<file path="config.mk">
export PLATFORM = sky130hd
export DESIGN_NAME = vec_agu
export DESIGN_NICKNAME = d
export VERILOG_FILES = /design/src/logic/vec_pkg.sv /design/src/logic/vec_agu.sv
export SDC_FILE = /design/constraint.sdc
export NUM_CORES = 1
export LEC_CHECK = 0
export ABC_CLOCK_PERIOD_IN_PS = 2200
export BUFFER_PORTS_ARGS = -buffer_cell sky130_fd_sc_hd__buf_2
export CORE_MARGIN = 10
export CORE_UTILIZATION = 40
export DETAILED_ROUTE_END_ITERATION = 10
export PLACE_DENSITY = 0.88
export SLEW_MARGIN = 20
export SYNTH_ARGS = -nofsm -noshare
export SYNTH_HDL_FRONTEND = slang
export SYNTH_SLANG_ARGS = --single-unit
</file>
<file path="constraint.sdc">
create_clock -name clk_r -period 2.2 [get_ports clk_r]
set_input_delay 0.22 -clock clk_r [delete_from_list [all_inputs] [get_ports clk_r]]
set_output_delay 0.22 -clock clk_r [all_outputs]
set_load 0.01 [all_outputs]
</file>
<file path="src/logic/vec_pkg.sv">
`default_nettype none

package vec_pkg;

    // ------------------------------
    // global sizes
    // ------------------------------

    // register file depth in vectors
    localparam int NUM_VREGS  = 32;
    // scalar and memory address width
    localparam int XLEN       = 32;
    // fixed element width, no sew support
    localparam int ELEM_W     = 64;
    // unit stride step between elements
    localparam int ELEM_BYTES = ELEM_W / 8;
    localparam int REG_IDX_W  = 5;

    // ------------------------------
    // instruction fields
    // ------------------------------

    localparam int OPC_LSB = 0;
    localparam int OPC_MSB = 3;
    localparam int VD_LSB  = 7;
    localparam int VD_MSB  = 11;
    localparam int VS1_LSB = 15;
    localparam int VS1_MSB = 19;
    localparam int VS2_LSB = 20;
    localparam int VS2_MSB = 24;

    // opcode encodings, anything else is a no-op
    typedef enum logic [3:0] {
        op_setvl = 4'h0,
        op_load  = 4'h1,
        op_store = 4'h2,
        op_add   = 4'h3,
        op_sub   = 4'h4,
        op_and   = 4'h5,
        op_or    = 4'h6,
        op_xor   = 4'h7
    } vec_op_e;

    // sequencer fsm
    typedef enum logic [1:0] {
        st_idle  = 2'd0,
        st_run   = 2'd1,
        st_drain = 2'd2
    } seq_state_e;

endpackage

`default_nettype wire

</file>
<file path="src/logic/vec_agu.sv">
`timescale 1ns/1ns
`default_nettype none

module vec_agu #(
    parameter int VLMAX = 8,
    localparam int VL_W  = $clog2(VLMAX + 1),
    localparam int IDX_W = (VLMAX > 1) ? $clog2(VLMAX) : 1
) (
    input  logic                     clk_r,
    input  logic                     reset,
    input  logic                     start,
    input  logic [VL_W-1:0]          vl,
    input  logic [vec_pkg::XLEN-1:0] base_addr,
    output logic                     elem_valid,
    output logic [IDX_W-1:0]         elem_idx,
    output logic                     elem_last,
    output logic [vec_pkg::XLEN-1:0] elem_addr
);

    import vec_pkg::*;

    // ------------------------------
    // element counter
    // ------------------------------

    // one element per cycle from start until last
    always_ff @(posedge clk_r) begin
        if (reset) begin
            elem_valid <= 1'b0;
            elem_idx   <= '0;
        end else if (start) begin
            elem_valid <= 1'b1;
            elem_idx   <= '0;
        end else if (elem_valid) begin
            if (elem_last) begin
                elem_valid <= 1'b0;
            end else begin
                elem_idx <= elem_idx + IDX_W'(1);
            end
        end
    end

    // vl is held by the sequencer for the whole op
    assign elem_last = elem_valid && (VL_W'(elem_idx) == vl - VL_W'(1));

    // unit stride, base plus idx * 8
    assign elem_addr = base_addr + XLEN'(elem_idx) * XLEN'(ELEM_BYTES);

    // ------------------------------
    // checks
    // ------------------------------

    // vl from the sequencer must stay clamped, so the count never steps to vlmax
    assert property (@(posedge clk_r) disable iff (reset)
        elem_valid && !elem_last |-> int'(elem_idx) + 1 < VLMAX)
        else $error("element index reached vlmax");

    // no new op while the stream is still running
    assert property (@(posedge clk_r) disable iff (reset)
        start |-> !elem_valid)
        else $error("start while element stream busy");

endmodule

`default_nettype wire

</file>
==> results.txt <==
# clock sinks: 4
Die Span Y: 69.02 um
Top FF cell, synth: dfxtp_1
Max Slew Vio Count: 0
Initial antenna violation count: 0
Number of buffers created by CTS: 3
FF-to-FF setup slack: 740 ps
First-pass GRT wire length: 5409 um
Synth warn: 0
Worst skew pair latency: 230 ps
Reg2reg end: elem_valid
CTS clk-pin slew, worst paths: 30 ps
# setup viols final: 0
CTS root buf: clkbuf_4
Routed WL: 3374 um
Fin cells: 227
Power per cell area: 260.7 nW/um^2
Kind of critical path: reg2out
IO buf count: 69
Core Area: 2255 um^2
TritonCTS clock tree: done
I/O pin count: 76
Endpoints failing hold: 0
Overall die width: 69.02 um
Routed vias: 1,187
Die footprint: 4763 um^2
CP max FO: 10
Tcrit/Tclk final: 0.9685
CP Buf/Inv Count: 2
Commonest cells after routing, fill and taps aside: buf_2, xnor2_1, nand2_1, xor2_1
Fmax: 0.4693 GHz
Worst EP arrival: 1910 ps
Slew HR: 0.6433
Area growth, synth to finish: 49.09%
CP max stage delay: 420 ps
Async set-reset flop share out of synthesis: 0
DR pass1 iterations: 4
Synthesized area per cell: 7.566 um^2
Reg-to-Reg Start: elem_idx[1]
Seq/Total Area, Yosys: 0.08333
Crit-path cells: ha_4, fa_2, a21oi_4, nor3_4, buf_12, nand4b_1, xnor2_1, buf_2
CP top delay family: adder cells
Final Power: 0.3734 mW
DRC errors left: 0
Peak supply drop: 139.9 uV
Commonest non-fill, non-tap cell in the layout: buf_2
Placed insts: 223
Status: completed
Mapped Area: 960.9 um^2
Vias in the first global route: 1,241
Remaining antenna violation count after routing: 0
Distinct cells, synth: 36
Share of layout cells above drive strength 1: 0.4724
Nets: 246
Min-delay src: start
Min-Delay Path Class: in2reg
Gr ovfl total: 0
CTS Buffer Depth: 2
Synthesized instance count: 127
Drt wl/cell: 14.86 um
Vias/cell: 5.229
Req. time, crit path: 1980 ps
Worst-Margin Slew: 533.0 ps
Startpoint types: register
Max-Cap Viols: 0
Synthesized flop and latch total: 4
# H-tree levels: 1
Hold depth: 2
Routability cong.: 0.8705
Hold EP: elem_valid
Final core utilization: 0.6354
Hold_ws: 265.7 ps
Worst r2r path cells: 5
Fillers: 208
Worst clock skew: 0.1582 ps
Syn nets: 172
Diode count: 0
RSZ-0062 raised after global routing: true
Initial Util: 0.4262
Critical path's slowest cell: fa_2
Largest net degree at the start of global routing: 14
Post-DP HPWL: 2858 um
Rows: 17
CTS Hold Bufs: 0
LEAKAGE: 0.6604 nW
Iter 0 DRT Violations: 34
GRT Total Usage: 0.1287
Post-layout min period: 2131 ps
Number of synthesized flops with an enable pin: 0
CP endpoint kind: output port
## Yosys cell counts, types with 2 or more instances
cell type  instances  share of area
dfxtp_1            4          0.083
inv_1              6          0.023
nor3_1             4          0.021
nand2_1           13          0.051
or3_1              2          0.013
xor2_1            12           0.11
mux2i_1            3          0.031
a21oi_1            2          0.010
nor4_1             4          0.026
ha_1               5          0.065
o22ai_1            2          0.013
nor4_2             4          0.052
nand4_1            8          0.052
o21ai_0            3          0.016
nor2_1             8          0.031
nand2b_1           2          0.013
buf_4              3          0.023
nand3_1            6          0.031
nand4b_1           2          0.018
xnor2_1           18           0.16
## per-layer routing
| layer | track usage | vias up | wire length, um |
|---|---|---|---|
| met5 | 0 | - | 0 |
| met2 | 0.2087 | 70 | 1581 |
| met1 | 0.1259 | 511 | 1267 |
| met4 | 0.05987 | 0 | 53 |
| met3 | 0.08131 | 6 | 471 |
| li1 | - | 600 | - |
## sequential cells by signal, indices dropped and copies added, names as in the netlist
register	flops
elem_idx	3
elem_valid	1
## stage by stage
stage	TNS, ps	worst slack, ps	area (um^2)
6_report	0	69.35	1433
5_1_grt	-147.7	-72.73	1433
4_1_cts	0	35.09	1365
3_5_place_dp	0	39.42	1333
3_3_place_gp	0	167.0	1333
2_1_floorplan	0	193.8	960.9
## cells by family (layout without fill, tap and decap cells)
logic type | after synthesis | in the layout | share of synthesized area
compound gates | 10 | 10 | 0.06510
mux | 3 | 3 | 0.03125
xor+xnor | 30 | 30 | 0.2734
buf+inv | 11 | 83 | 0.06379
fa+ha+maj | 6 | 6 | 0.08594
simple gates | 63 | 63 | 0.3972
flops | 4 | 4 | 0.08334
## final cells by class
type	instances	area, um^2	share of cell area
Clock buffer	3	22.52	0.01572
Timing Repair Buffer	74	399.1	0.2786
Tap cell	28	35.03	0.02445
Multi-Input combinational cell	112	870.8	0.6079
Inverter	6	22.52	0.01572
Sequential cell	4	82.58	0.05764
## how the worst max path moves through the flow
stage / slack, ps / endpoint / cells past startpoint / startpoint
3_3_place_gp: 170 / elem_addr[31] / 7 / elem_idx[0]
3_5_place_dp: 40 / elem_addr[19] / 7 / elem_idx[0]
4_1_cts: 40 / elem_addr[19] / 7 / elem_idx[0]
2_1_floorplan: 190 / elem_addr[31] / 6 / elem_idx[0]
6_report: 70 / elem_addr[31] / 8 / elem_idx[0]
5_1_grt: -70 / elem_addr[31] / 8 / elem_idx[0]
## repair_timing
action / 4_1_cts / 5_1_grt
pin swaps: 1 / 9
setup buffers: 0 / 1
gates resized for setup: 2 / 10
setup endpoints to repair: 10 / 15
## where the power goes
group          switching, mW  internal (mW)
clock network         0.0272         0.0608
logic                  0.110         0.0938
registers            0.00393         0.0773
No activity file was read; power rests on OpenSTA's default activity.
