### src/logic/vec_pkg.sv
`default_nettype none

package vec_pkg;

    // ------------------------------
    // global sizes
    // ------------------------------

    // register file depth in vectors
    localparam int NUM_VREGS  = 32;
    // scalar and memory address width
    localparam int XLEN       = 32;
    // fixed element width, no sew support
    localparam int ELEM_W     = 64;
    // unit stride step between elements
    localparam int ELEM_BYTES = ELEM_W / 8;
    localparam int REG_IDX_W  = 5;

    // ------------------------------
    // instruction fields
    // ------------------------------

    localparam int OPC_LSB = 0;
    localparam int OPC_MSB = 3;
    localparam int VD_LSB  = 7;
    localparam int VD_MSB  = 11;
    localparam int VS1_LSB = 15;
    localparam int VS1_MSB = 19;
    localparam int VS2_LSB = 20;
    localparam int VS2_MSB = 24;

    // opcode encodings, anything else is a no-op
    typedef enum logic [3:0] {
        op_setvl = 4'h0,
        op_load  = 4'h1,
        op_store = 4'h2,
        op_add   = 4'h3,
        op_sub   = 4'h4,
        op_and   = 4'h5,
        op_or    = 4'h6,
        op_xor   = 4'h7
    } vec_op_e;

    // sequencer fsm
    typedef enum logic [1:0] {
        st_idle  = 2'd0,
        st_run   = 2'd1,
        st_drain = 2'd2
    } seq_state_e;

endpackage

`default_nettype wire

### src/logic/vec_sequencer.sv
`timescale 1ns/1ns
`default_nettype none

module vec_sequencer #(
    parameter int VLMAX = 8,
    localparam int VL_W = $clog2(VLMAX + 1)
) (
    input  logic                          clk_r,
    input  logic                          reset,
    input  logic [vec_pkg::XLEN-1:0]      insn,
    input  logic [vec_pkg::XLEN-1:0]      rs1,
    input  logic                          insn_valid,
    input  logic                          exec_done,
    output logic                          insn_ready,
    output vec_pkg::vec_op_e              op,
    output logic [vec_pkg::REG_IDX_W-1:0] vd,
    output logic [vec_pkg::REG_IDX_W-1:0] vs1,
    output logic [vec_pkg::REG_IDX_W-1:0] vs2,
    output logic                          start,
    output logic [VL_W-1:0]               vl,
    output logic [vec_pkg::XLEN-1:0]      base_addr
);

    import vec_pkg::*;

    seq_state_e      state;
    vec_op_e         dec_op;
    logic            accept;
    logic            is_vec_op;
    logic [VL_W-1:0] vl_req;

    // ------------------------------
    // decode
    // ------------------------------

    // one instruction at a time, ready only when idle
    assign insn_ready = (state == st_idle);
    assign accept     = insn_valid & insn_ready;

    assign dec_op = vec_op_e'(insn[OPC_MSB:OPC_LSB]);

    // ops that walk the element stream
    assign is_vec_op = dec_op inside {op_load, op_store, op_add, op_sub,
                                      op_and, op_or, op_xor};

    // requested length clamped to vlmax
    assign vl_req = (rs1 > XLEN'(VLMAX)) ? VL_W'(VLMAX) : VL_W'(rs1);

    // operand fields, captured on accept and held while busy
    always_ff @(posedge clk_r) begin
        if (accept) begin
            op        <= dec_op;
            vd        <= insn[VD_MSB:VD_LSB];
            vs1       <= insn[VS1_MSB:VS1_LSB];
            vs2       <= insn[VS2_MSB:VS2_LSB];
            // memory base for load/store
            base_addr <= rs1;
        end
    end

    // ------------------------------
    // busy fsm and vl register
    // ------------------------------

    always_ff @(posedge clk_r) begin
        if (reset) begin
            state <= st_idle;
            start <= 1'b0;
            vl    <= VL_W'(VLMAX);
        end else begin
            // start is a single cycle pulse
            start <= 1'b0;
            case (state)
                st_idle: begin
                    if (accept) begin
                        if (is_vec_op) begin
                            state <= st_run;
                            // empty vector, no element activity at all
                            start <= (vl != '0);
                        end else begin
                            // vsetvl and illegal ops finish in one extra cycle
                            state <= st_drain;
                            if (dec_op == op_setvl) begin
                                vl <= vl_req;
                            end
                        end
                    end
                end
                st_run: begin
                    // exec pulses done on the final writeback or store
                    if (exec_done) begin
                        state <= st_idle;
                    end else if (vl == '0) begin
                        state <= st_drain;
                    end
                end
                st_drain: begin
                    state <= st_idle;
                end
                default: begin
                    state <= st_idle;
                end
            endcase
        end
    end

    // ------------------------------
    // checks
    // ------------------------------

    // start only right after leaving idle
    assert property (@(posedge clk_r) disable iff (reset)
        start |-> $past(state) == st_idle)
        else $error("start pulsed outside idle");

    // done from exec must belong to a running op
    assert property (@(posedge clk_r) disable iff (reset)
        exec_done |-> state == st_run)
        else $error("exec_done while sequencer not running");

endmodule

`default_nettype wire

### config.mk
export PLATFORM = sky130hd
export DESIGN_NAME = vec_sequencer
export DESIGN_NICKNAME = d
export VERILOG_FILES = /design/src/logic/vec_pkg.sv /design/src/logic/vec_sequencer.sv
export SDC_FILE = /design/constraint.sdc
export NUM_CORES = 1
export LEC_CHECK = 0
export BUFFER_PORTS_ARGS = -buffer_cell sky130_fd_sc_hd__clkbuf_2
export CELL_PAD_IN_SITES_DETAIL_PLACEMENT = 1
export CELL_PAD_IN_SITES_GLOBAL_PLACEMENT = 1
export CORE_ASPECT_RATIO = 0.75
export CORE_MARGIN = 2
export CORE_UTILIZATION = 29
export CTS_CLUSTER_DIAMETER = 50
export DETAILED_ROUTE_END_ITERATION = 16
export PLACE_DENSITY = 0.84
export SYNTH_ARGS = -nofsm -noshare
export SYNTH_HDL_FRONTEND = slang
export SYNTH_SLANG_ARGS = --single-unit
### constraint.sdc
create_clock -name clk_r -period 2.6 [get_ports clk_r]
set_clock_uncertainty 0.15 [all_clocks]
set_input_delay 0.65 -clock clk_r [delete_from_list [all_inputs] [get_ports clk_r]]
set_output_delay 0.65 -clock clk_r [all_outputs]
set_load 0.01 [all_outputs]
==> results by group, run 1 <==
Synth
  • Complex-gate fraction of the synthesized area: under 10%
  • Sequential area share after synthesis: 88.4%
  • Mux contribution to synthesized area: 0%
  • Syn nets: 160
  • Mean post-synth cell area: 20.5 µm²
  • Cells after Synth: between 90 and 100
  • Post-Synth Simple-Gate Area: under 10%
  • Ys Warns: 0
  • Synth Register Bits: 58
  • Post-Syn Area: roughly 1900 µm²
  • Largest family of logic cells by synthesized area: simple AND/OR/NAND/NOR gates
  • Adder-Cell Fraction of Synth Area: 0%
  • XOR/XNOR Fraction of Synth Area: 0%
  • Post-synth cell types: 17

Worst setup path
  • Critical R2R Launch: state[1]$_SDFFE_PP0P_
  • Startpoint Class: input port
  • Worst path top cell family by delay: simple AND/OR/NAND/NOR gates
  • Worst EP required: roughly 2.7 ns
  • CP max FO: 8
  • Setup CP Type: input port to flip-flop
  • CP bufs+invs: 1
  • Crit path from: insn_valid
  • CP Capture Type: flip-flop
  • Crit path cell chain: clkbuf_2 > or3b_4 > nor3b_4 > nor3b_1 > a31o_1
  • Arr. time, crit path: 1.79 ns
  • Delay of the slowest cell on the worst path: 0.40 ns
  • CP max-delay cell: or3b_4

Global route
  • Vias in the first global route: 1396
  • First-pass GRT wire length: just under 7 mm
  • Grt total ovfl: 0
  • Total global-route track usage: 13.0%
  • Largest net degree at the start of global routing: 53
  • Initial antenna violation count: 0

Drt
  • WL final: 4.52 mm
  • Antenna violation net count after detailed routing: 0
  • Drt wl/cell: 15.1 µm
  • DRT iter0 DRCs: 19
  • Drt first pass iters: 3
  • Drt drc: 0
  • Post-DR vias/cell: 4.32
  • DR vias: roughly 1300

Timing
  • Final hold vios: 0
  • Unrepaired setup endpoints after global routing: false
  • Worst Max-Slew Pin Slew: 0.540 ns
  • Slew margin rel.: a little under two thirds
  • Fin Setup TNS: 0 ns
  • Tcrit/Tclk final: 66.7%
  • Post-route minimum period: 1.73 ns
  • Max Freq: 0.577 GHz
  • Max Transition Viols Final: 0
  • # setup viols final: 0

Pwr
  • Power Density: 737 nW/µm²
  • VDD IR max: 0.316 mV
  • P_leak: 1.15 nW

CTS
  • Setup bufs post-CTS: 0
  • Hold buffer count at CTS: 0
  • Clock buffer depth: 2
  • Clock-pin slew on the worst setup and hold paths: 0.06 ns
  • Post-cts gate resize count: 0
  • CTS root buf: clkbuf_8
  • CTS Buf Count: 9
  • CTS H-Tree Depth: 3
  • Sink Count: between 50 and 60
  • CTS tree: done
  • Worst-skew pair later-pin latency: 0.31 ns

Floorplan
  • Die Y: around 74 µm
  • Die Footprint: roughly 7000 µm²
  • Core Area: 6320 µm²
  • Die Wd: 97.2 µm
  • Row cnt: 25
  • Initial core utilization: 29.9%
  • # IOs: 125

Final layout
  • Commonest cells after routing, fill and taps aside: 111 x clkbuf_2, 51 x edfxtp_1, 9 x clkbuf_8, 8 x nor4_1, 7 x dfxtp_1
  • Fillers: 669
  • Commonest non-fill, non-tap cell in the layout: clkbuf_2
  • Share of cells above drive strength 1: about three fifths
  • Finished Layout Cells: 299
  • Synth-to-layout area growth: 45.1%
  • Fin nets: around 280
  • N_diodes: 0

Place
  • Routability cong.: 0.729
  • Port bufs: 111
  • HPWL after DPL: 3.52 mm
  • DP Cell Count: 284

Min path
  • Min-delay src: insn[10]
  • Worst hold path class: input port to flip-flop

Run
  • MaxCap Viol Count: 0

Status
  • Status: completed
[cell usage after synthesis (all sizes together)]
master	instances	area share, %
edfxtp	51	81
nor4	8	2.6
dfxtp	7	7.4
nor3b	5	2.6
a21oi	3	0.79
a31o	3	1.4
nor2	3	0.60
nor3	3	0.79
nand4	2	0.66
clkbuf	1	0.20
inv	1	0.20
nand2	1	0.20
nand2b	1	0.33
o21ai	1	0.26
or3	1	0.33
or3b	1	0.60
[metal layers]
layer	up-vias	part of all wire, %	wire (µm)	track usage, %
met3	6	6.7	305	6.47
met5	-	0	0	0
met4	0	1.8	81	4.78
li1	616	-	-	-
met1	610	38	1720	13.3
met2	59	54	2420	23.5
[per-stage QoR]
step,hold slack [ns],utilization (%),power [W],cell area [µm²],setup slack (ns)
floorplan,0.384,-,0.00118,1890,0.432
global placement,0.371,40.6,0.00129,2570,0.570
detailed placement,0.411,40.6,0.00130,2570,0.547
CTS,0.331,43.4,0.00206,2740,0.892
global route,0.322,43.4,0.00212,2740,0.830
finish,0.356,43.4,0.00202,2740,0.866
[power by group]
part	internal (W)	switching, W	leakage [nW]
sequential	0.00108	0.0000156	0.548
clock	0.000431	0.000313	0.0906
combinational	0.0000749	0.000102	0.515
total	0.00159	0.000431	1.15
[final cells by class]
cell class | count | area, µm² | area share, %
clock buffers | 11 | 131 | 4.79
clock inverters | 4 | 43.8 | 1.60
flip-flops and latches | 58 | 1670 | 60.9
inverters | 1 | 7.51 | 0.274
multi-input cells | 32 | 211 | 7.71
repair buffers | 112 | 576 | 21.0
well taps | 81 | 101 | 3.70
[worst register-to-register path: stages (launching register included)]
cell and delay (ns):
dfxtp_1 0.32, or3b_4 0.43, nor3b_4 0.38, nor3b_1 0.10, a31o_1 0.19
[final timing paths]
| check | to | slack (ns) | cells after the start |
|---|---|---|---|
| setup / recovery | vl[0]$_SDFFE_PP0P_ | 0.87 | 5 |
| hold / removal | vd[3]$_DFFE_PP_ | 0.36 | 1 |
| setup reg to reg | vl[0]$_SDFFE_PP0P_ | 0.92 | 4 |
| hold reg to reg | vl[3]$_SDFFE_PP1P_ | 0.40 | 2 |
[state kept, by name, indices dropped and copies added, names as in the netlist]
signal and flops:
base_addr 32, op 4, vl 4, vs2 5, start 1, vs1 5
state 2, vd 5
[logic make-up after synthesis]
| logic type | Yosys count |
|---|---|
| AO/OA/AOI/OAI | 7 |
| buffers and inverters | 2 |
| flip-flops | 58 |
| AND/OR/NAND/NOR | 25 |
No activity file was read; power rests on OpenSTA's default activity.
==> inputs of run 2 (changes only) <==
Clock period 2.6 ns to 1.5 ns, I/O delays scaled along.
==> run 2 against run 1 <==
The run now ends with setup timing left. Largest power group unchanged. Largest cell class unchanged. Clock power up 80%. First-iteration DRC count up 140%. Total power up 79%. Via count up 6.6%. Clock-buffer cell count down 1. Combinational power up 110%.
==> results by group, run 2 (synthesis results as in run 1) <==
Status
  • Status: finished, violations left
  • Failing checks: setup timing

Floorplan
  • Core Area: roughly 6300 µm²
  • Die Footprint: 7190 µm²
  • Die Y: between 70 and 80 µm
  • Row cnt: 25
  • Die Wd: 97.2 µm
  • # IOs: 125
  • Initial core utilization: approximately 30%

Global route
  • First-pass GRT wire length: ~7.5 mm
  • Vias in the first global route: ~1500
  • Total global-route track usage: between 10 and 15%
  • Largest net degree at the start of global routing: 19
  • Initial antenna violation count: 0
  • Grt total ovfl: 0

Final layout
  • Fin nets: 303
  • Commonest non-fill, non-tap cell in the layout: clkbuf_2
  • Synth-to-layout area growth: 57.0%
  • Max FFs per register: 32
  • Largest Register: base_addr
  • Commonest cells after routing, fill and taps aside: 110 x clkbuf_2, 51 x edfxtp_1, 15 x buf_4, 9 x clkbuf_8, 8 x nor4_1
  • Post-layout util: a little under half
  • N_diodes: 0
  • Share of cells above drive strength 1: 64.2%

CTS
  • Clock buffer depth: 2
  • CTS H-Tree Depth: 3
  • CTS root buf: clkbuf_8
  • Hold buffer count at CTS: 0
  • CTS Buf Count: 9
  • Clock-pin slew on the worst setup and hold paths: approximately 0.070 ns
  • CTS tree: done
  • Sink Count: just under 60
  • Worst-skew pair later-pin latency: 0.32 ns

Pwr
  • P_leak: about 1.3 nW
  • VDD IR max: between 0.5 and 0.6 mV
  • Power Density: 1220 nW/µm²

Worst setup path
  • CP max-delay cell: or3b_4
  • Crit path cell chain: or3b_4 > nor3b_4 > buf_6 > nor3b_2 > a31o_1
  • CP bufs+invs: 1
  • Worst EP required: 1.56 ns
  • CP max FO: 6
  • Startpoint Class: flip-flop
  • Setup CP Type: flip-flop to flip-flop
  • Arr. time, crit path: 1.64 ns
  • Worst path top cell family by delay: simple AND/OR/NAND/NOR gates
  • Delay of the slowest cell on the worst path: between 0.4 and 0.5 ns
  • CP Capture Type: flip-flop

Timing
  • Max Transition Viols Final: 0
  • # setup viols final: between 50 and 60
  • Max Freq: 0.634 GHz
  • Post-route setup slack: -0.0775 ns
  • Final hold vios: 0
  • Slew margin rel.: 65.1%
  • Worst hold slack: 0.0768 ns
  • Tcrit/Tclk final: 105%
  • Post-route minimum period: 1.58 ns
  • Worst Max-Slew Pin Slew: 0.518 ns
  • Unrepaired setup endpoints after global routing: true

Place
  • Port bufs: 111
  • HPWL after DPL: 3.86 mm
  • Routability cong.: 0.720

Drt
  • WL final: 4.81 mm
  • Antenna violation net count after detailed routing: 0
  • Drt first pass iters: 4
  • DR vias: 1376
  • DRT iter0 DRCs: 45
  • Drt drc: 0
  • Drt wl/cell: around 15 µm
  • Post-DR vias/cell: 4.29

Run
  • MaxCap Viol Count: 0

Min path
  • Worst hold path class: input port to flip-flop
-- run 2: cell types whose count changed in the layout (fill, tap and decap cells not counted), moves of 2 or more --
cell / change
clkinvlp_4: +2
dfxtp_2: +2
buf_6: +6
buf_4: +15
nor3b_1: -2
nor3b_2: +2
dfxtp_1: -2
-- run 2: power breakdown --
group | internal (W) | switching (W) | total [W]
Clock | 0.000753 | 0.000590 | 0.00134
Combinational | 0.000177 | 0.000193 | 0.000369
Sequential | 0.00188 | 0.0000275 | 0.00190
-- run 2: final cells by class --
type	instances	area (µm²)
sequential	58	1670
tap	81	101
timing repair buffer	133	771
multi-input combinational	32	229
inverter	1	7.51
fill	701	3350
clock buffer	10	128
clock inverter	6	57.6
-- run 2: per-layer routing --
layer	share of wire, %	vias to the layer above	track usage [%]	routed length, µm
met5	0	-	0	0
met4	1.0	0	6.48	50
met3	5.6	4	5.14	269
met2	52	60	24.5	2500
met1	41	651	15.6	2000
li1	-	661	-	-
-- run 2: stage by stage --
| stage | cells | total power [W] | area, µm² | setup slack [ns] | TNS (ns) |
|---|---|---|---|---|---|
| floorplan | 92 | 0.00205 | 1890 | -0.393 | -20.66 |
| global placement | 304 | 0.00228 | 2730 | -0.223 | -9.48 |
| detailed placement | 304 | 0.00230 | 2730 | -0.261 | -10.19 |
| CTS | 321 | 0.00365 | 2940 | -0.0864 | -3.46 |
| global route | 321 | 0.00376 | 2970 | -0.126 | -5.45 |
| finish | 321 | 0.00362 | 2970 | -0.0775 | -2.95 |
-- run 2: final timing paths --
| kind | start | end | slack [ns] | cells past startpoint |
|---|---|---|---|---|
| worst max register to register | state[1]$_SDFFE_PP0P_ | vl[2]$_SDFFE_PP0P_ | -0.08 | 5 |
| worst max-delay path | state[1]$_SDFFE_PP0P_ | vl[2]$_SDFFE_PP0P_ | -0.08 | 5 |
| worst min register to register | vl[3]$_SDFFE_PP1P_ | vl[3]$_SDFFE_PP1P_ | 0.42 | 2 |
| worst min-delay path | insn[23] | vs2[3]$_DFFE_PP_ | 0.08 | 1 |
-- run 2: repair_timing --
action | 4_1_cts | 5_1_grt
endpoints found under the setup margin | 58 | 59
buffers inserted | 1 | 0
pin swaps | 3 | 2
resized for setup | 7 | 7
