## src/logic/vec_pkg.sv

```systemverilog
`default_nettype none

package vec_pkg;

    // ------------------------------
    // global sizes
    // ------------------------------

    // register file depth in vectors
    localparam int NUM_VREGS  = 32;
    // scalar and memory address width
    localparam int XLEN       = 32;
    // fixed element width, no sew support
    localparam int ELEM_W     = 64;
    // unit stride step between elements
    localparam int ELEM_BYTES = ELEM_W / 8;
    localparam int REG_IDX_W  = 5;

    // ------------------------------
    // instruction fields
    // ------------------------------

    localparam int OPC_LSB = 0;
    localparam int OPC_MSB = 3;
    localparam int VD_LSB  = 7;
    localparam int VD_MSB  = 11;
    localparam int VS1_LSB = 15;
    localparam int VS1_MSB = 19;
    localparam int VS2_LSB = 20;
    localparam int VS2_MSB = 24;

    // opcode encodings, anything else is a no-op
    typedef enum logic [3:0] {
        op_setvl = 4'h0,
        op_load  = 4'h1,
        op_store = 4'h2,
        op_add   = 4'h3,
        op_sub   = 4'h4,
        op_and   = 4'h5,
        op_or    = 4'h6,
        op_xor   = 4'h7
    } vec_op_e;

    // sequencer fsm
    typedef enum logic [1:0] {
        st_idle  = 2'd0,
        st_run   = 2'd1,
        st_drain = 2'd2
    } seq_state_e;

endpackage

`default_nettype wire

```

## src/logic/vec_exec.sv

```systemverilog
`timescale 1ns/1ns
`default_nettype none

module vec_exec #(
    parameter int VLMAX = 8,
    localparam int IDX_W = (VLMAX > 1) ? $clog2(VLMAX) : 1
) (
    input  logic                          clk_r,
    input  logic                          reset,
    input  vec_pkg::vec_op_e              op,
    input  logic [vec_pkg::REG_IDX_W-1:0] vd,
    // element stream straight from the agu
    input  logic                          elem_valid,
    input  logic [IDX_W-1:0]              elem_idx,
    input  logic                          elem_last,
    input  logic [vec_pkg::XLEN-1:0]      elem_addr,
    input  logic [vec_pkg::ELEM_W-1:0]    rd_data_a,
    input  logic [vec_pkg::ELEM_W-1:0]    rd_data_b,
    input  logic [vec_pkg::ELEM_W-1:0]    mem_rd_data,
    output logic                          wr_en,
    output logic [vec_pkg::REG_IDX_W-1:0] wr_reg,
    output logic [IDX_W-1:0]              wr_idx,
    output logic [vec_pkg::ELEM_W-1:0]    wr_data,
    output logic [vec_pkg::XLEN-1:0]      mem_wr_addr,
    output logic [vec_pkg::ELEM_W-1:0]    mem_wr_data,
    output logic                          mem_wr_en,
    output logic                          exec_done
);

    import vec_pkg::*;

    logic             s1_valid;
    logic             s1_last;
    logic [IDX_W-1:0] s1_idx;
    logic [XLEN-1:0]  s1_addr;
    logic             is_alu;

    // ------------------------------
    // align with read data
    // ------------------------------

    // regfile and load data both lag the agu by one cycle
    always_ff @(posedge clk_r) begin
        if (reset) begin
            s1_valid <= 1'b0;
        end else begin
            s1_valid <= elem_valid;
        end
    end

    always_ff @(posedge clk_r) begin
        s1_last <= elem_last;
        s1_idx  <= elem_idx;
        s1_addr <= elem_addr;
    end

    // ------------------------------
    // alu and load mux
    // ------------------------------

    assign is_alu = op inside {op_add, op_sub, op_and, op_or, op_xor};

    // source a op source b, load data otherwise
    always_comb begin
        case (op)
            op_add:  wr_data = rd_data_a + rd_data_b;
            op_sub:  wr_data = rd_data_a - rd_data_b;
            op_and:  wr_data = rd_data_a & rd_data_b;
            op_or:   wr_data = rd_data_a | rd_data_b;
            op_xor:  wr_data = rd_data_a ^ rd_data_b;
            default: wr_data = mem_rd_data;
        endcase
    end

    // regfile write, taken on the next edge
    assign wr_en  = s1_valid & (is_alu | (op == op_load));
    assign wr_reg = vd;
    assign wr_idx = s1_idx;

    // store drives port a straight to memory
    assign mem_wr_en   = s1_valid & (op == op_store);
    assign mem_wr_addr = s1_addr;
    assign mem_wr_data = rd_data_a;

    // final element done
    assign exec_done = s1_valid & s1_last;

    // ------------------------------
    // checks
    // ------------------------------

    assert property (@(posedge clk_r) disable iff (reset)
        !(wr_en && mem_wr_en))
        else $error("regfile write and memory store in the same cycle");

    // sequencer holds the opcode while elements drain
    assert property (@(posedge clk_r) disable iff (reset)
        s1_valid |-> $stable(op))
        else $error("opcode changed with elements in flight");

endmodule

`default_nettype wire

```

## config.mk

```make
export PLATFORM = sky130hd
export DESIGN_NAME = vec_exec
export DESIGN_NICKNAME = d
export VERILOG_FILES = /design/src/logic/vec_pkg.sv /design/src/logic/vec_exec.sv
export SDC_FILE = /design/constraint.sdc
export NUM_CORES = 1
export LEC_CHECK = 0
export BUFFER_PORTS_ARGS = -buffer_cell sky130_fd_sc_hd__buf_2
export CAP_MARGIN = 20
export CELL_PAD_IN_SITES_DETAIL_PLACEMENT = 2
export CELL_PAD_IN_SITES_GLOBAL_PLACEMENT = 2
export CORE_MARGIN = 2
export CORE_UTILIZATION = 24
export CTS_CLUSTER_DIAMETER = 80
export DETAILED_ROUTE_END_ITERATION = 12
export PLACE_DENSITY = 0.83
export SLEW_MARGIN = 20
export SYNTH_ARGS = -nofsm -noshare
export SYNTH_HDL_FRONTEND = slang
export SYNTH_SLANG_ARGS = --single-unit
```

## constraint.sdc

```tcl
create_clock -name clk_r -period 4.7 [get_ports clk_r]
set_input_delay 0.235 -clock clk_r [delete_from_list [all_inputs] [get_ports clk_r]]
set_output_delay 0.235 -clock clk_r [all_outputs]
set_load 0.03 [all_outputs]
```

==> key figures, run 1 <==
Floorplan
  • Starting Density: 0.244
  • Row count: between 70 and 80
  • Die height: 208 um
  • Io pins: about 400
  • Die Area: 43200 um2
  • Die W: 208 um
  • Core Region: ~41000 um2

Synth
  • Synth warn: 0
  • Post-synth top cells: 192 x ha_1, 165 x o21ai_0, 140 x inv_1
  • Synth unique cells: 63
  • Synthesis-stage register bit count: 37
  • Syn Nets: 1823
  • Synth Flop Type: dfxtp_1
  • Syn_area_per_cell: 7.17 um2
  • Synth area leader: ha_1
  • Async S/R FF share, synth: 0
  • Top-area cell type share of the netlist area: 0.241
  • Mapped Area: 9970 um2
  • Synth top area cells: ha_1 24%, o21ai_0 8.3%, xnor2_1 8.3%
  • Register area share after synthesis: 0.0743
  • Post-synth EDFFs: 0
  • Count leader, synth: ha_1
  • Gate Count Post-Synth: 1390

Drt
  • Total routed wirelength: 60300 um
  • Vias per cell: 5.26
  • Number of vias in the routed layout: 13400
  • Antenna Violating Nets Remaining: 0
  • DRT iter0 DRCs: 557
  • DRC: 0
  • Router iterations before antenna repair: 4
  • DR WL/cell: 23.7 um

Timing
  • Fin crit share: 1.10
  • Setup-failing EPs final: 25
  • Rel. slew slack: 0.256
  • Worst slew pin tran: around 1.1 ns
  • Slew Viols, Final: 0
  • Min Tclk post-route: 5.16 ns
  • Post-route setup slack: -0.464 ns
  • Fmax achieved: 0.194 GHz
  • Hold slack: 0.0428 ns
  • RSZ-0062 raised after global routing: yes
  • Final Hold Vio Count: 0

Cells and area
  • Layout filler cell count: between 4000 and 5000
  • Layout Area Growth over Synthesis: 61.7%
  • Final Non-Filler Cells: roughly 2500
  • Layout cells sized above 1: 0.470
  • Fin nets: 2446
  • Area of the multi-input gates: 9180 um2
  • Seq. cell area: 741 um2
  • N_diodes: 0

Power and ir drop
  • Pwr Density: 187 nW/um2
  • Internal: 0.00151 W
  • Maximum VDD drop: 0.000259 V
  • Clock power frac: 0.111
  • P_leak: 8.12 nW
  • Switching Share: 0.500
  • Gate power share: 0.777
  • Share of power burned in registers: 0.112
  • Net load switching power: 0.00150 W

Placed design
  • Placed Cells: 2492
  • Post-DP HPWL: 46100 um
  • GPL Wtd Cong: 0.918
  • Port bufs: 400

Clock network
  • Root Driver: clkbuf_16
  • CTS clock-pin slew for the worst setup and hold paths: around 0.060 ns
  • CTS max path bufs: 2
  • CTS buffer count: 5
  • Hold_buf cts: 0
  • Clock tree from TritonCTS: built
  • H-tree level count: 2
  • Clk sinks: 37

Job
  • Max-cap violations: 0

Setup path
  • Startpoint types: input port
  • Max FO, Critical Path: 4
  • Critical path arrival: ~5 ns
  • CP Class: in -> out
  • CP endpoint kind: output pin
  • Critical path required time: 4.47 ns

Global route
  • Initial antenna violation count: 5
  • Pin count of the biggest net entering global routing: 41
  • Global-route wire length before repair: roughly 86000 um
  • GRT overflow: 0
  • Gr usage total: 0.250
  • Vias in the first global route: 15000

Run status
  • Status: complete, but fails checks
  • Failing checks: negative setup slack

Min path
  • Hold Crit Class: in -> reg
## logic make-up after synthesis
kind of cell,count (synthesis),share of synthesized area
AOI/OAI and AO/OA,454,0.294
DFF,37,0.0743
buffers and inverters,273,0.129
adders and majority gates,193,0.243
and+or+nand+nor,310,0.152
xor gates and xnor gates,122,0.107
muxes,1,0.00100
## worst paths after layout
path  slack (ns)                       to  cells past startpoint          start
max        -0.46              wr_data[60]                     23   rd_data_b[9]
min         0.04  mem_wr_addr[14]$_DFF_P_                      1  elem_addr[14]
## power groups by stage
stage | clock network [W] | logic [W] | registers [W]
after CTS | 0.000349 | 0.00215 | 0.000337
after detailed placement | 0 | 0.00196 | 0.000344
after global placement | 0 | 0.00188 | 0.000344
after floorplan | 0 | 0.00103 | 0.000375
after global routing | 0.000353 | 0.00248 | 0.000338
final | 0.000334 | 0.00234 | 0.000337
## registers in the layout (all words and copies together) (netlist names)
register	cells
s1_last	1
mem_wr_addr	32
wr_idx	3
s1_valid	1
## layout make-up
cell class	instances	area share
clock buffers	5	0.00776
well taps	532	0.0413
flip-flops and latches	37	0.0459
clock inverters	3	0.00140
multi-input cells	1080	0.569
inverters	140	0.0326
repair buffers	749	0.302
## routing by layer
| layer | up-vias | share of wire | wire length (um) | track usage |
|---|---|---|---|---|
| li1 | 6140 | - | - | - |
| met1 | 6673 | 0.40 | 24200 | 0.288 |
| met2 | 456 | 0.52 | 31300 | 0.473 |
| met3 | 119 | 0.047 | 2810 | 0.0289 |
| met4 | 6 | 0.033 | 1960 | 0.0863 |
| met5 | - | 0.00068 | 41 | 0 |
## stage by stage
stage | util | setup TNS (ns) | setup slack [ns] | area (um2) | total power [W]
floorplan | - | -0.0687 | -0.0687 | 9980 | 0.00141
global placement | 0.348 | -15.18 | -0.771 | 14200 | 0.00222
detailed placement | 0.348 | -20.11 | -1.08 | 14200 | 0.00231
CTS | 0.378 | -6.36 | -0.457 | 15500 | 0.00283
global route | 0.394 | -11.94 | -0.675 | 16100 | 0.00318
finish | 0.394 | -6.77 | -0.464 | 16100 | 0.00301
## cell usage in the layout (no fill, tap or decap), types with 8 or more instances in the layout
| cell | n |
|---|---|
| buf_2 | 363 |
| buf_4 | 352 |
| ha_1 | 182 |
| inv_1 | 140 |
| o21ai_0 | 116 |
| nand2_1 | 110 |
| xnor2_1 | 78 |
| a221oi_1 | 58 |
| nor2_1 | 48 |
| a21oi_1 | 46 |
| dfxtp_1 | 37 |
| a21o_1 | 35 |
| o21ai_1 | 33 |
| buf_6 | 29 |
| nand4_1 | 26 |
| a21oi_2 | 22 |
| xor2_1 | 22 |
| xnor2_2 | 15 |
| o21a_1 | 15 |
| a31oi_1 | 12 |
| o21ai_2 | 12 |
| a221o_1 | 12 |
| nand3_1 | 10 |
| nor2_2 | 10 |
| nor3_1 | 9 |
| nand2_2 | 9 |
| nor2b_1 | 8 |
| o21bai_1 | 8 |
## what timing repair did
item / CTS / global route
gates cloned: 0 / 0
pin swaps: 91 / 75
setup endpoints to repair: 37 / 38
hold endpoints to repair: 0 / 0
gates resized for setup: 211 / 117
setup buffers: 28 / 23
## worst max-delay path: stages
cell and delay (ns):
buf_6 0.09, or4_4 0.54, and4b_2 0.37, nand2b_4 0.08
nor3_4 0.20, nand3_4 0.18, or3_4 0.38, nor3_4 0.15
a31oi_2 0.14, xnor2_1 0.21, ha_2 0.36, a21oi_4 0.24
o21ai_4 0.11, nor3_2 0.18, nor2_1 0.07, nand2_1 0.12
o21a_1 0.20, a21oi_4 0.09, buf_6 0.13, a221oi_4 0.30
mux2i_1 0.26, nand3_1 0.12, buf_6 0.17
Note: power is estimated with default switching activity, not from simulation.
==> run 2, diff against run 1 <==
--- a/config.mk
+++ b/config.mk
@@ -9,6 +9,7 @@
 export CAP_MARGIN = 20
 export CELL_PAD_IN_SITES_DETAIL_PLACEMENT = 2
 export CELL_PAD_IN_SITES_GLOBAL_PLACEMENT = 2
+export CORE_ASPECT_RATIO = 2
 export CORE_MARGIN = 2
 export CORE_UTILIZATION = 24
 export CTS_CLUSTER_DIAMETER = 80
==> key figures, run 2 (synthesis results as in run 1) <==
Run status
  • Status: complete, but fails checks
  • Failing checks: negative setup slack

Placed design
  • Post-DP HPWL: 48700 um
  • Port bufs: 400
  • GPL Wtd Cong: roughly 0.92

Floorplan
  • Die W: around 150 um
  • Core Region: a little over 40000 um2
  • Die Area: 43300 um2
  • Io pins: 411
  • Starting Density: 0.243
  • Row count: 105
  • Die height: 292 um

Setup path
  • Critical path arrival: 5.06 ns
  • CP endpoint kind: output pin
  • Critical path required time: 4.47 ns
  • Startpoint types: input port
  • CP Class: in -> out
  • Max FO, Critical Path: 3

Cells and area
  • Fin nets: 2485
  • Layout Area Growth over Synthesis: 72.2%
  • Most common cell after layout, fill and taps aside: buf_2
  • Commonest non-fill, non-tap cells in the layout: 358 x buf_2, 348 x buf_4, 176 x ha_1, 138 x inv_1, 110 x nand2_1
  • Largest register FFs: 32
  • Post-Route Utilization: 0.419
  • N_diodes: 0
  • Layout cells sized above 1: 0.508

Clock network
  • CTS max path bufs: 2
  • Hold_buf cts: 0
  • Root Driver: clkbuf_16
  • Clock tree from TritonCTS: built
  • H-tree level count: 2
  • CTS clock-pin slew for the worst setup and hold paths: 0.05 ns
  • Clk sinks: 37
  • CTS buffer count: 5

Timing
  • Fmax achieved: 0.189 GHz
  • Slew Viols, Final: 0
  • Setup-failing EPs final: 37
  • Final Hold Vio Count: 0
  • Fin crit share: 1.13
  • Post-route setup slack: -0.599 ns
  • Rel. slew slack: 0.184
  • Hold slack: roughly 0.045 ns
  • Worst slew pin tran: 1.22 ns
  • Min Tclk post-route: 5.30 ns
  • RSZ-0062 raised after global routing: yes

Power and ir drop
  • Maximum VDD drop: about 0.0003 V
  • Pwr Density: ~190 nW/um2
  • P_leak: 8.54 nW
  • Total Power: around 0.0033 W

Global route
  • Initial antenna violation count: 1
  • Pin count of the biggest net entering global routing: 65
  • Gr usage total: 0.273
  • GRT overflow: 0
  • Global-route wire length before repair: approximately 92000 um
  • Vias in the first global route: 16100

Drt
  • DRC: 0
  • DRT iter0 DRCs: 496
  • Number of vias in the routed layout: 14000
  • Total routed wirelength: around 69000 um
  • Router iterations before antenna repair: 5
  • Vias per cell: 5.42
  • Antenna Violating Nets Remaining: 0
  • DR WL/cell: around 27 um

Min path
  • Hold Crit Class: in -> reg

Job
  • Max-cap violations: 0
[run 2: power by group]
group,internal (W),total [W],leakage [nW],switching [W]
logic,0.00111,0.00262,8.16,0.00152
registers,0.000331,0.000338,0.312,0.00000672
clock network,0.000189,0.000305,0.0655,0.000116
total,0.00163,0.00327,8.54,0.00164
[run 2: layer usage]
metal | vias to the layer above | global-route usage | share of wire
li1 | 6222 | - | -
met1 | 6944 | 0.241 | 0.31
met2 | 597 | 0.561 | 0.56
met3 | 261 | 0.0246 | 0.039
met4 | 2 | 0.183 | 0.084
met5 | - | 0 | 0.00019
[run 2: cell type report]
type | instances | area [um2]
inverters | 140 | 526
fillers | 4678 | 23800
flip-flops and latches | 37 | 741
multi-input cells | 1080 | 9730
clock buffers | 5 | 125
clock inverters | 1 | 5.00
repair buffers | 788 | 5380
well taps | 535 | 669
[run 2: final timing paths]
| path | slack (ns) | start | cells past startpoint | end |
|---|---|---|---|---|
| setup / recovery | -0.60 | rd_data_b[13] | 28 | wr_data[63] |
| hold / removal | 0.05 | elem_addr[26] | 1 | mem_wr_addr[26]$_DFF_P_ |
[run 2: metrics by stage]
step / instances / setup WS [ns] / setup TNS [ns] / instance area (um2)
6_report: 2586 / -0.599 / -12.12 / 17200
5_1_grt: 2586 / -0.713 / -17.14 / 17200
4_1_cts: 2533 / -0.479 / -6.89 / 15700
3_5_place_dp: 2490 / -0.958 / -23.35 / 14200
3_3_place_gp: 2490 / -0.765 / -16.39 / 14200
2_1_floorplan: 1390 / -0.0687 / -0.0687 / 9980
[run 2: worst max-delay path, stage by stage]
cell,delay (ns)
buf_6,0.09
or3_4,0.39
or3_4,0.45
nand2b_4,0.17
nor3_4,0.14
buf_6,0.15
buf_4,0.11
buf_6,0.08
buf_8,0.13
nand2_8,0.07
o31ai_4,0.20
xnor2_1,0.12
ha_1,0.36
buf_4,0.15
buf_4,0.10
nand4_1,0.26
nor2_2,0.23
nand3_2,0.12
o21bai_1,0.22
o41ai_4,0.07
buf_4,0.21
o21ai_4,0.07
buf_6,0.13
buf_4,0.13
a21oi_2,0.17
xnor2_1,0.16
o21ai_1,0.08
buf_4,0.22
[run 2: what timing repair did]
| item | in CTS | in global routing |
|---|---|---|
| setup buffers | 39 | 67 |
| gates resized for setup | 259 | 244 |
| hold endpoints to repair | 0 | 0 |
| setup endpoints to repair | 38 | 43 |
| pin swaps | 102 | 130 |
| cloned | 0 | 0 |
==> run 3, diff against run 2 <==
==> config.mk (replaced) <==
export PLATFORM = sky130hd
export DESIGN_NAME = vec_exec
export DESIGN_NICKNAME = d
export VERILOG_FILES = /design/src/logic/vec_pkg.sv /design/src/logic/vec_exec.sv
export SDC_FILE = /design/constraint.sdc
export NUM_CORES = 1
export LEC_CHECK = 0
export BUFFER_PORTS_ARGS = -buffer_cell sky130_fd_sc_hd__buf_2
export CAP_MARGIN = 20
export CORE_AREA = 2 2 160 162
export CTS_CLUSTER_DIAMETER = 80
export DETAILED_ROUTE_END_ITERATION = 12
export DIE_AREA = 0 0 162 164
export PLACE_DENSITY_LB_ADDON = 0.12
export SLEW_MARGIN = 20
export SYNTH_ARGS = -nofsm -noshare
export SYNTH_HDL_FRONTEND = slang
export SYNTH_SLANG_ARGS = --single-unit
==> key figures, run 3 (synthesis results as in run 1) <==
Global route
  • Initial antenna violation count: 2
  • Global-route wire length before repair: 59400 um
  • Pin count of the biggest net entering global routing: 42
  • Vias in the first global route: between 10000 and 15000
  • Gr usage total: 0.275
  • GRT overflow: 0

Clock network
  • Hold_buf cts: 0
  • Root Driver: clkbuf_16
  • CTS max path bufs: 2
  • CTS buffer count: 5
  • Clock tree from TritonCTS: built
  • Clk sinks: 37
  • H-tree level count: 2
  • CTS clock-pin slew for the worst setup and hold paths: 0.06 ns

Timing
  • Final Hold Vio Count: 0
  • Min Tclk post-route: 4.98 ns
  • Setup-failing EPs final: 16
  • Rel. slew slack: 0.347
  • Hold slack: 0.0563 ns
  • Post-route setup slack: -0.278 ns
  • Fmax achieved: 0.201 GHz
  • Slew Viols, Final: 0
  • Worst slew pin tran: between 0.9 and 1 ns
  • Fin crit share: 1.06
  • RSZ-0062 raised after global routing: yes

Floorplan
  • Die Area: about 27000 um2
  • Die height: 164 um
  • Core Region: between 20000 and 25000 um2
  • Die W: 162 um
  • Io pins: 411
  • Row count: 58
  • Starting Density: 0.402

Min path
  • Hold Crit Class: in -> reg
  • Hold Path Cell Cnt: 1

Cells and area
  • Layout cells sized above 1: 0.440
  • Commonest non-fill, non-tap cells in the layout: 366 x buf_2, 283 x buf_4, 190 x ha_1, 140 x inv_1, 117 x o21ai_0
  • Layout Area Growth over Synthesis: 50.9%
  • Fin nets: 2377
  • Largest register FFs: 32
  • Final Non-Filler Cells: about 2300
  • Most common cell after layout, fill and taps aside: buf_2

Drt
  • Router iterations before antenna repair: 7
  • Antenna Violating Nets Remaining: 0
  • Number of vias in the routed layout: 12100
  • Vias per cell: 5.33
  • Total routed wirelength: a little under 40000 um
  • DRT iter0 DRCs: 580
  • DR WL/cell: 17.2 um
  • DRC: 0

Placed design
  • Placed Cells: 2225
  • Port bufs: 400
  • GPL Wtd Cong: 0.938
  • Post-DP HPWL: 31600 um

Run status
  • Failing checks: negative setup slack
  • Status: complete, but fails checks

Setup path
  • CP Class: in -> out
  • Max FO, Critical Path: 3
  • Worst setup path endpoint: wr_data[62]
  • CP endpoint kind: output pin
  • Startpoint types: input port
  • Critical path required time: 4.47 ns
  • Critical path arrival: 4.74 ns
  • Crit. Startpoint: rd_data_b[10]

Job
  • Max-cap violations: 0

Power and ir drop
  • Maximum VDD drop: between 0.0002 and 0.00025 V
  • P_leak: 7.71 nW
  • Pwr Density: approximately 180 nW/um2
run 3: changes by cell type in the layout (fill, tap and decap cells not counted), moves of 10 or more:
cell	delta
o21ai_0	+23
a21oi_4	-10
o21ai_2	-11
buf_6	-46
ha_1	+14
nor2_1	+11
xnor2_1	+13
buf_4	-65
run 3: worst min path at each step:
stage	from	endpoint	slack (ns)
final	elem_addr[12]	mem_wr_addr[12]$_DFF_P_	0.06
after global routing	elem_addr[0]	mem_wr_addr[0]$_DFF_P_	0.05
after CTS	elem_addr[26]	mem_wr_addr[26]$_DFF_P_	0.05
after detailed placement	elem_addr[31]	mem_wr_addr[31]$_DFF_P_	0.34
after global placement	elem_addr[8]	mem_wr_addr[8]$_DFF_P_	0.34
after floorplan	elem_addr[0]	mem_wr_addr[0]$_DFF_P_	0.26
run 3: area by class of cell:
class,count,area [um2]
Clock buffer,5,125
Sequential cell,37,741
Multi-Input combinational cell,1080,8900
Clock inverter,3,21.3
Fill cell,2375,9770
Inverter,140,526
Timing Repair Buffer,680,4310
Antenna cell,2,5.00
Tap cell,330,413
run 3: power breakdown:
part	switching, W	total, W	internal (W)
Clock	0.000125	0.000322	0.000197
Sequential	0.00000351	0.000334	0.000331
Combinational	0.00116	0.00205	0.000897
run 3: worst max-delay path: stages:
cell and delay, ns:
buf_6 0.09, or4_4 0.54, and4b_2 0.36, nand2b_4 0.08, nor3_4 0.20, nand3_4 0.17
buf_6 0.19, nor4b_4 0.38, buf_4 0.20, nand2_4 0.06, o41ai_4 0.24, xnor2_1 0.16
ha_1 0.26, a21o_1 0.18, a21o_1 0.17, a21oi_2 0.13, o21bai_1 0.10, a21o_1 0.17
a21oi_2 0.11, o21ai_1 0.09, a21oi_2 0.15, xor2_1 0.22, o21ai_2 0.08, buf_6 0.17
run 3: what timing repair did:
action                     CTS  global route
setup buffers               30            19
setup endpoints to repair   30            40
gates resized for setup    143           137
pin swaps                   76            83
run 3: layer usage:
metal	up-vias	routed length, um	GRT usage
met5	-	0	0
met3	45	1790	0.0247
met1	5724	17800	0.359
li1	6011	-	-
met4	0	662	0.0628
met2	361	19000	0.491
run 3: through the flow:
stage / area (um2) / utilization / setup TNS (ns) / setup slack (ns) / power, W
finish: 15000 / 0.606 / -2.36 / -0.278 / 0.00271
global route: 15000 / 0.606 / -6.31 / -0.433 / 0.00289
CTS: 14400 / 0.580 / -2.58 / -0.351 / 0.00258
detailed placement: 13500 / 0.542 / -8.61 / -0.565 / 0.00212
global placement: 13500 / 0.542 / -7.26 / -0.530 / 0.00211
floorplan: 9980 / - / -0.0687 / -0.0687 / 0.00141
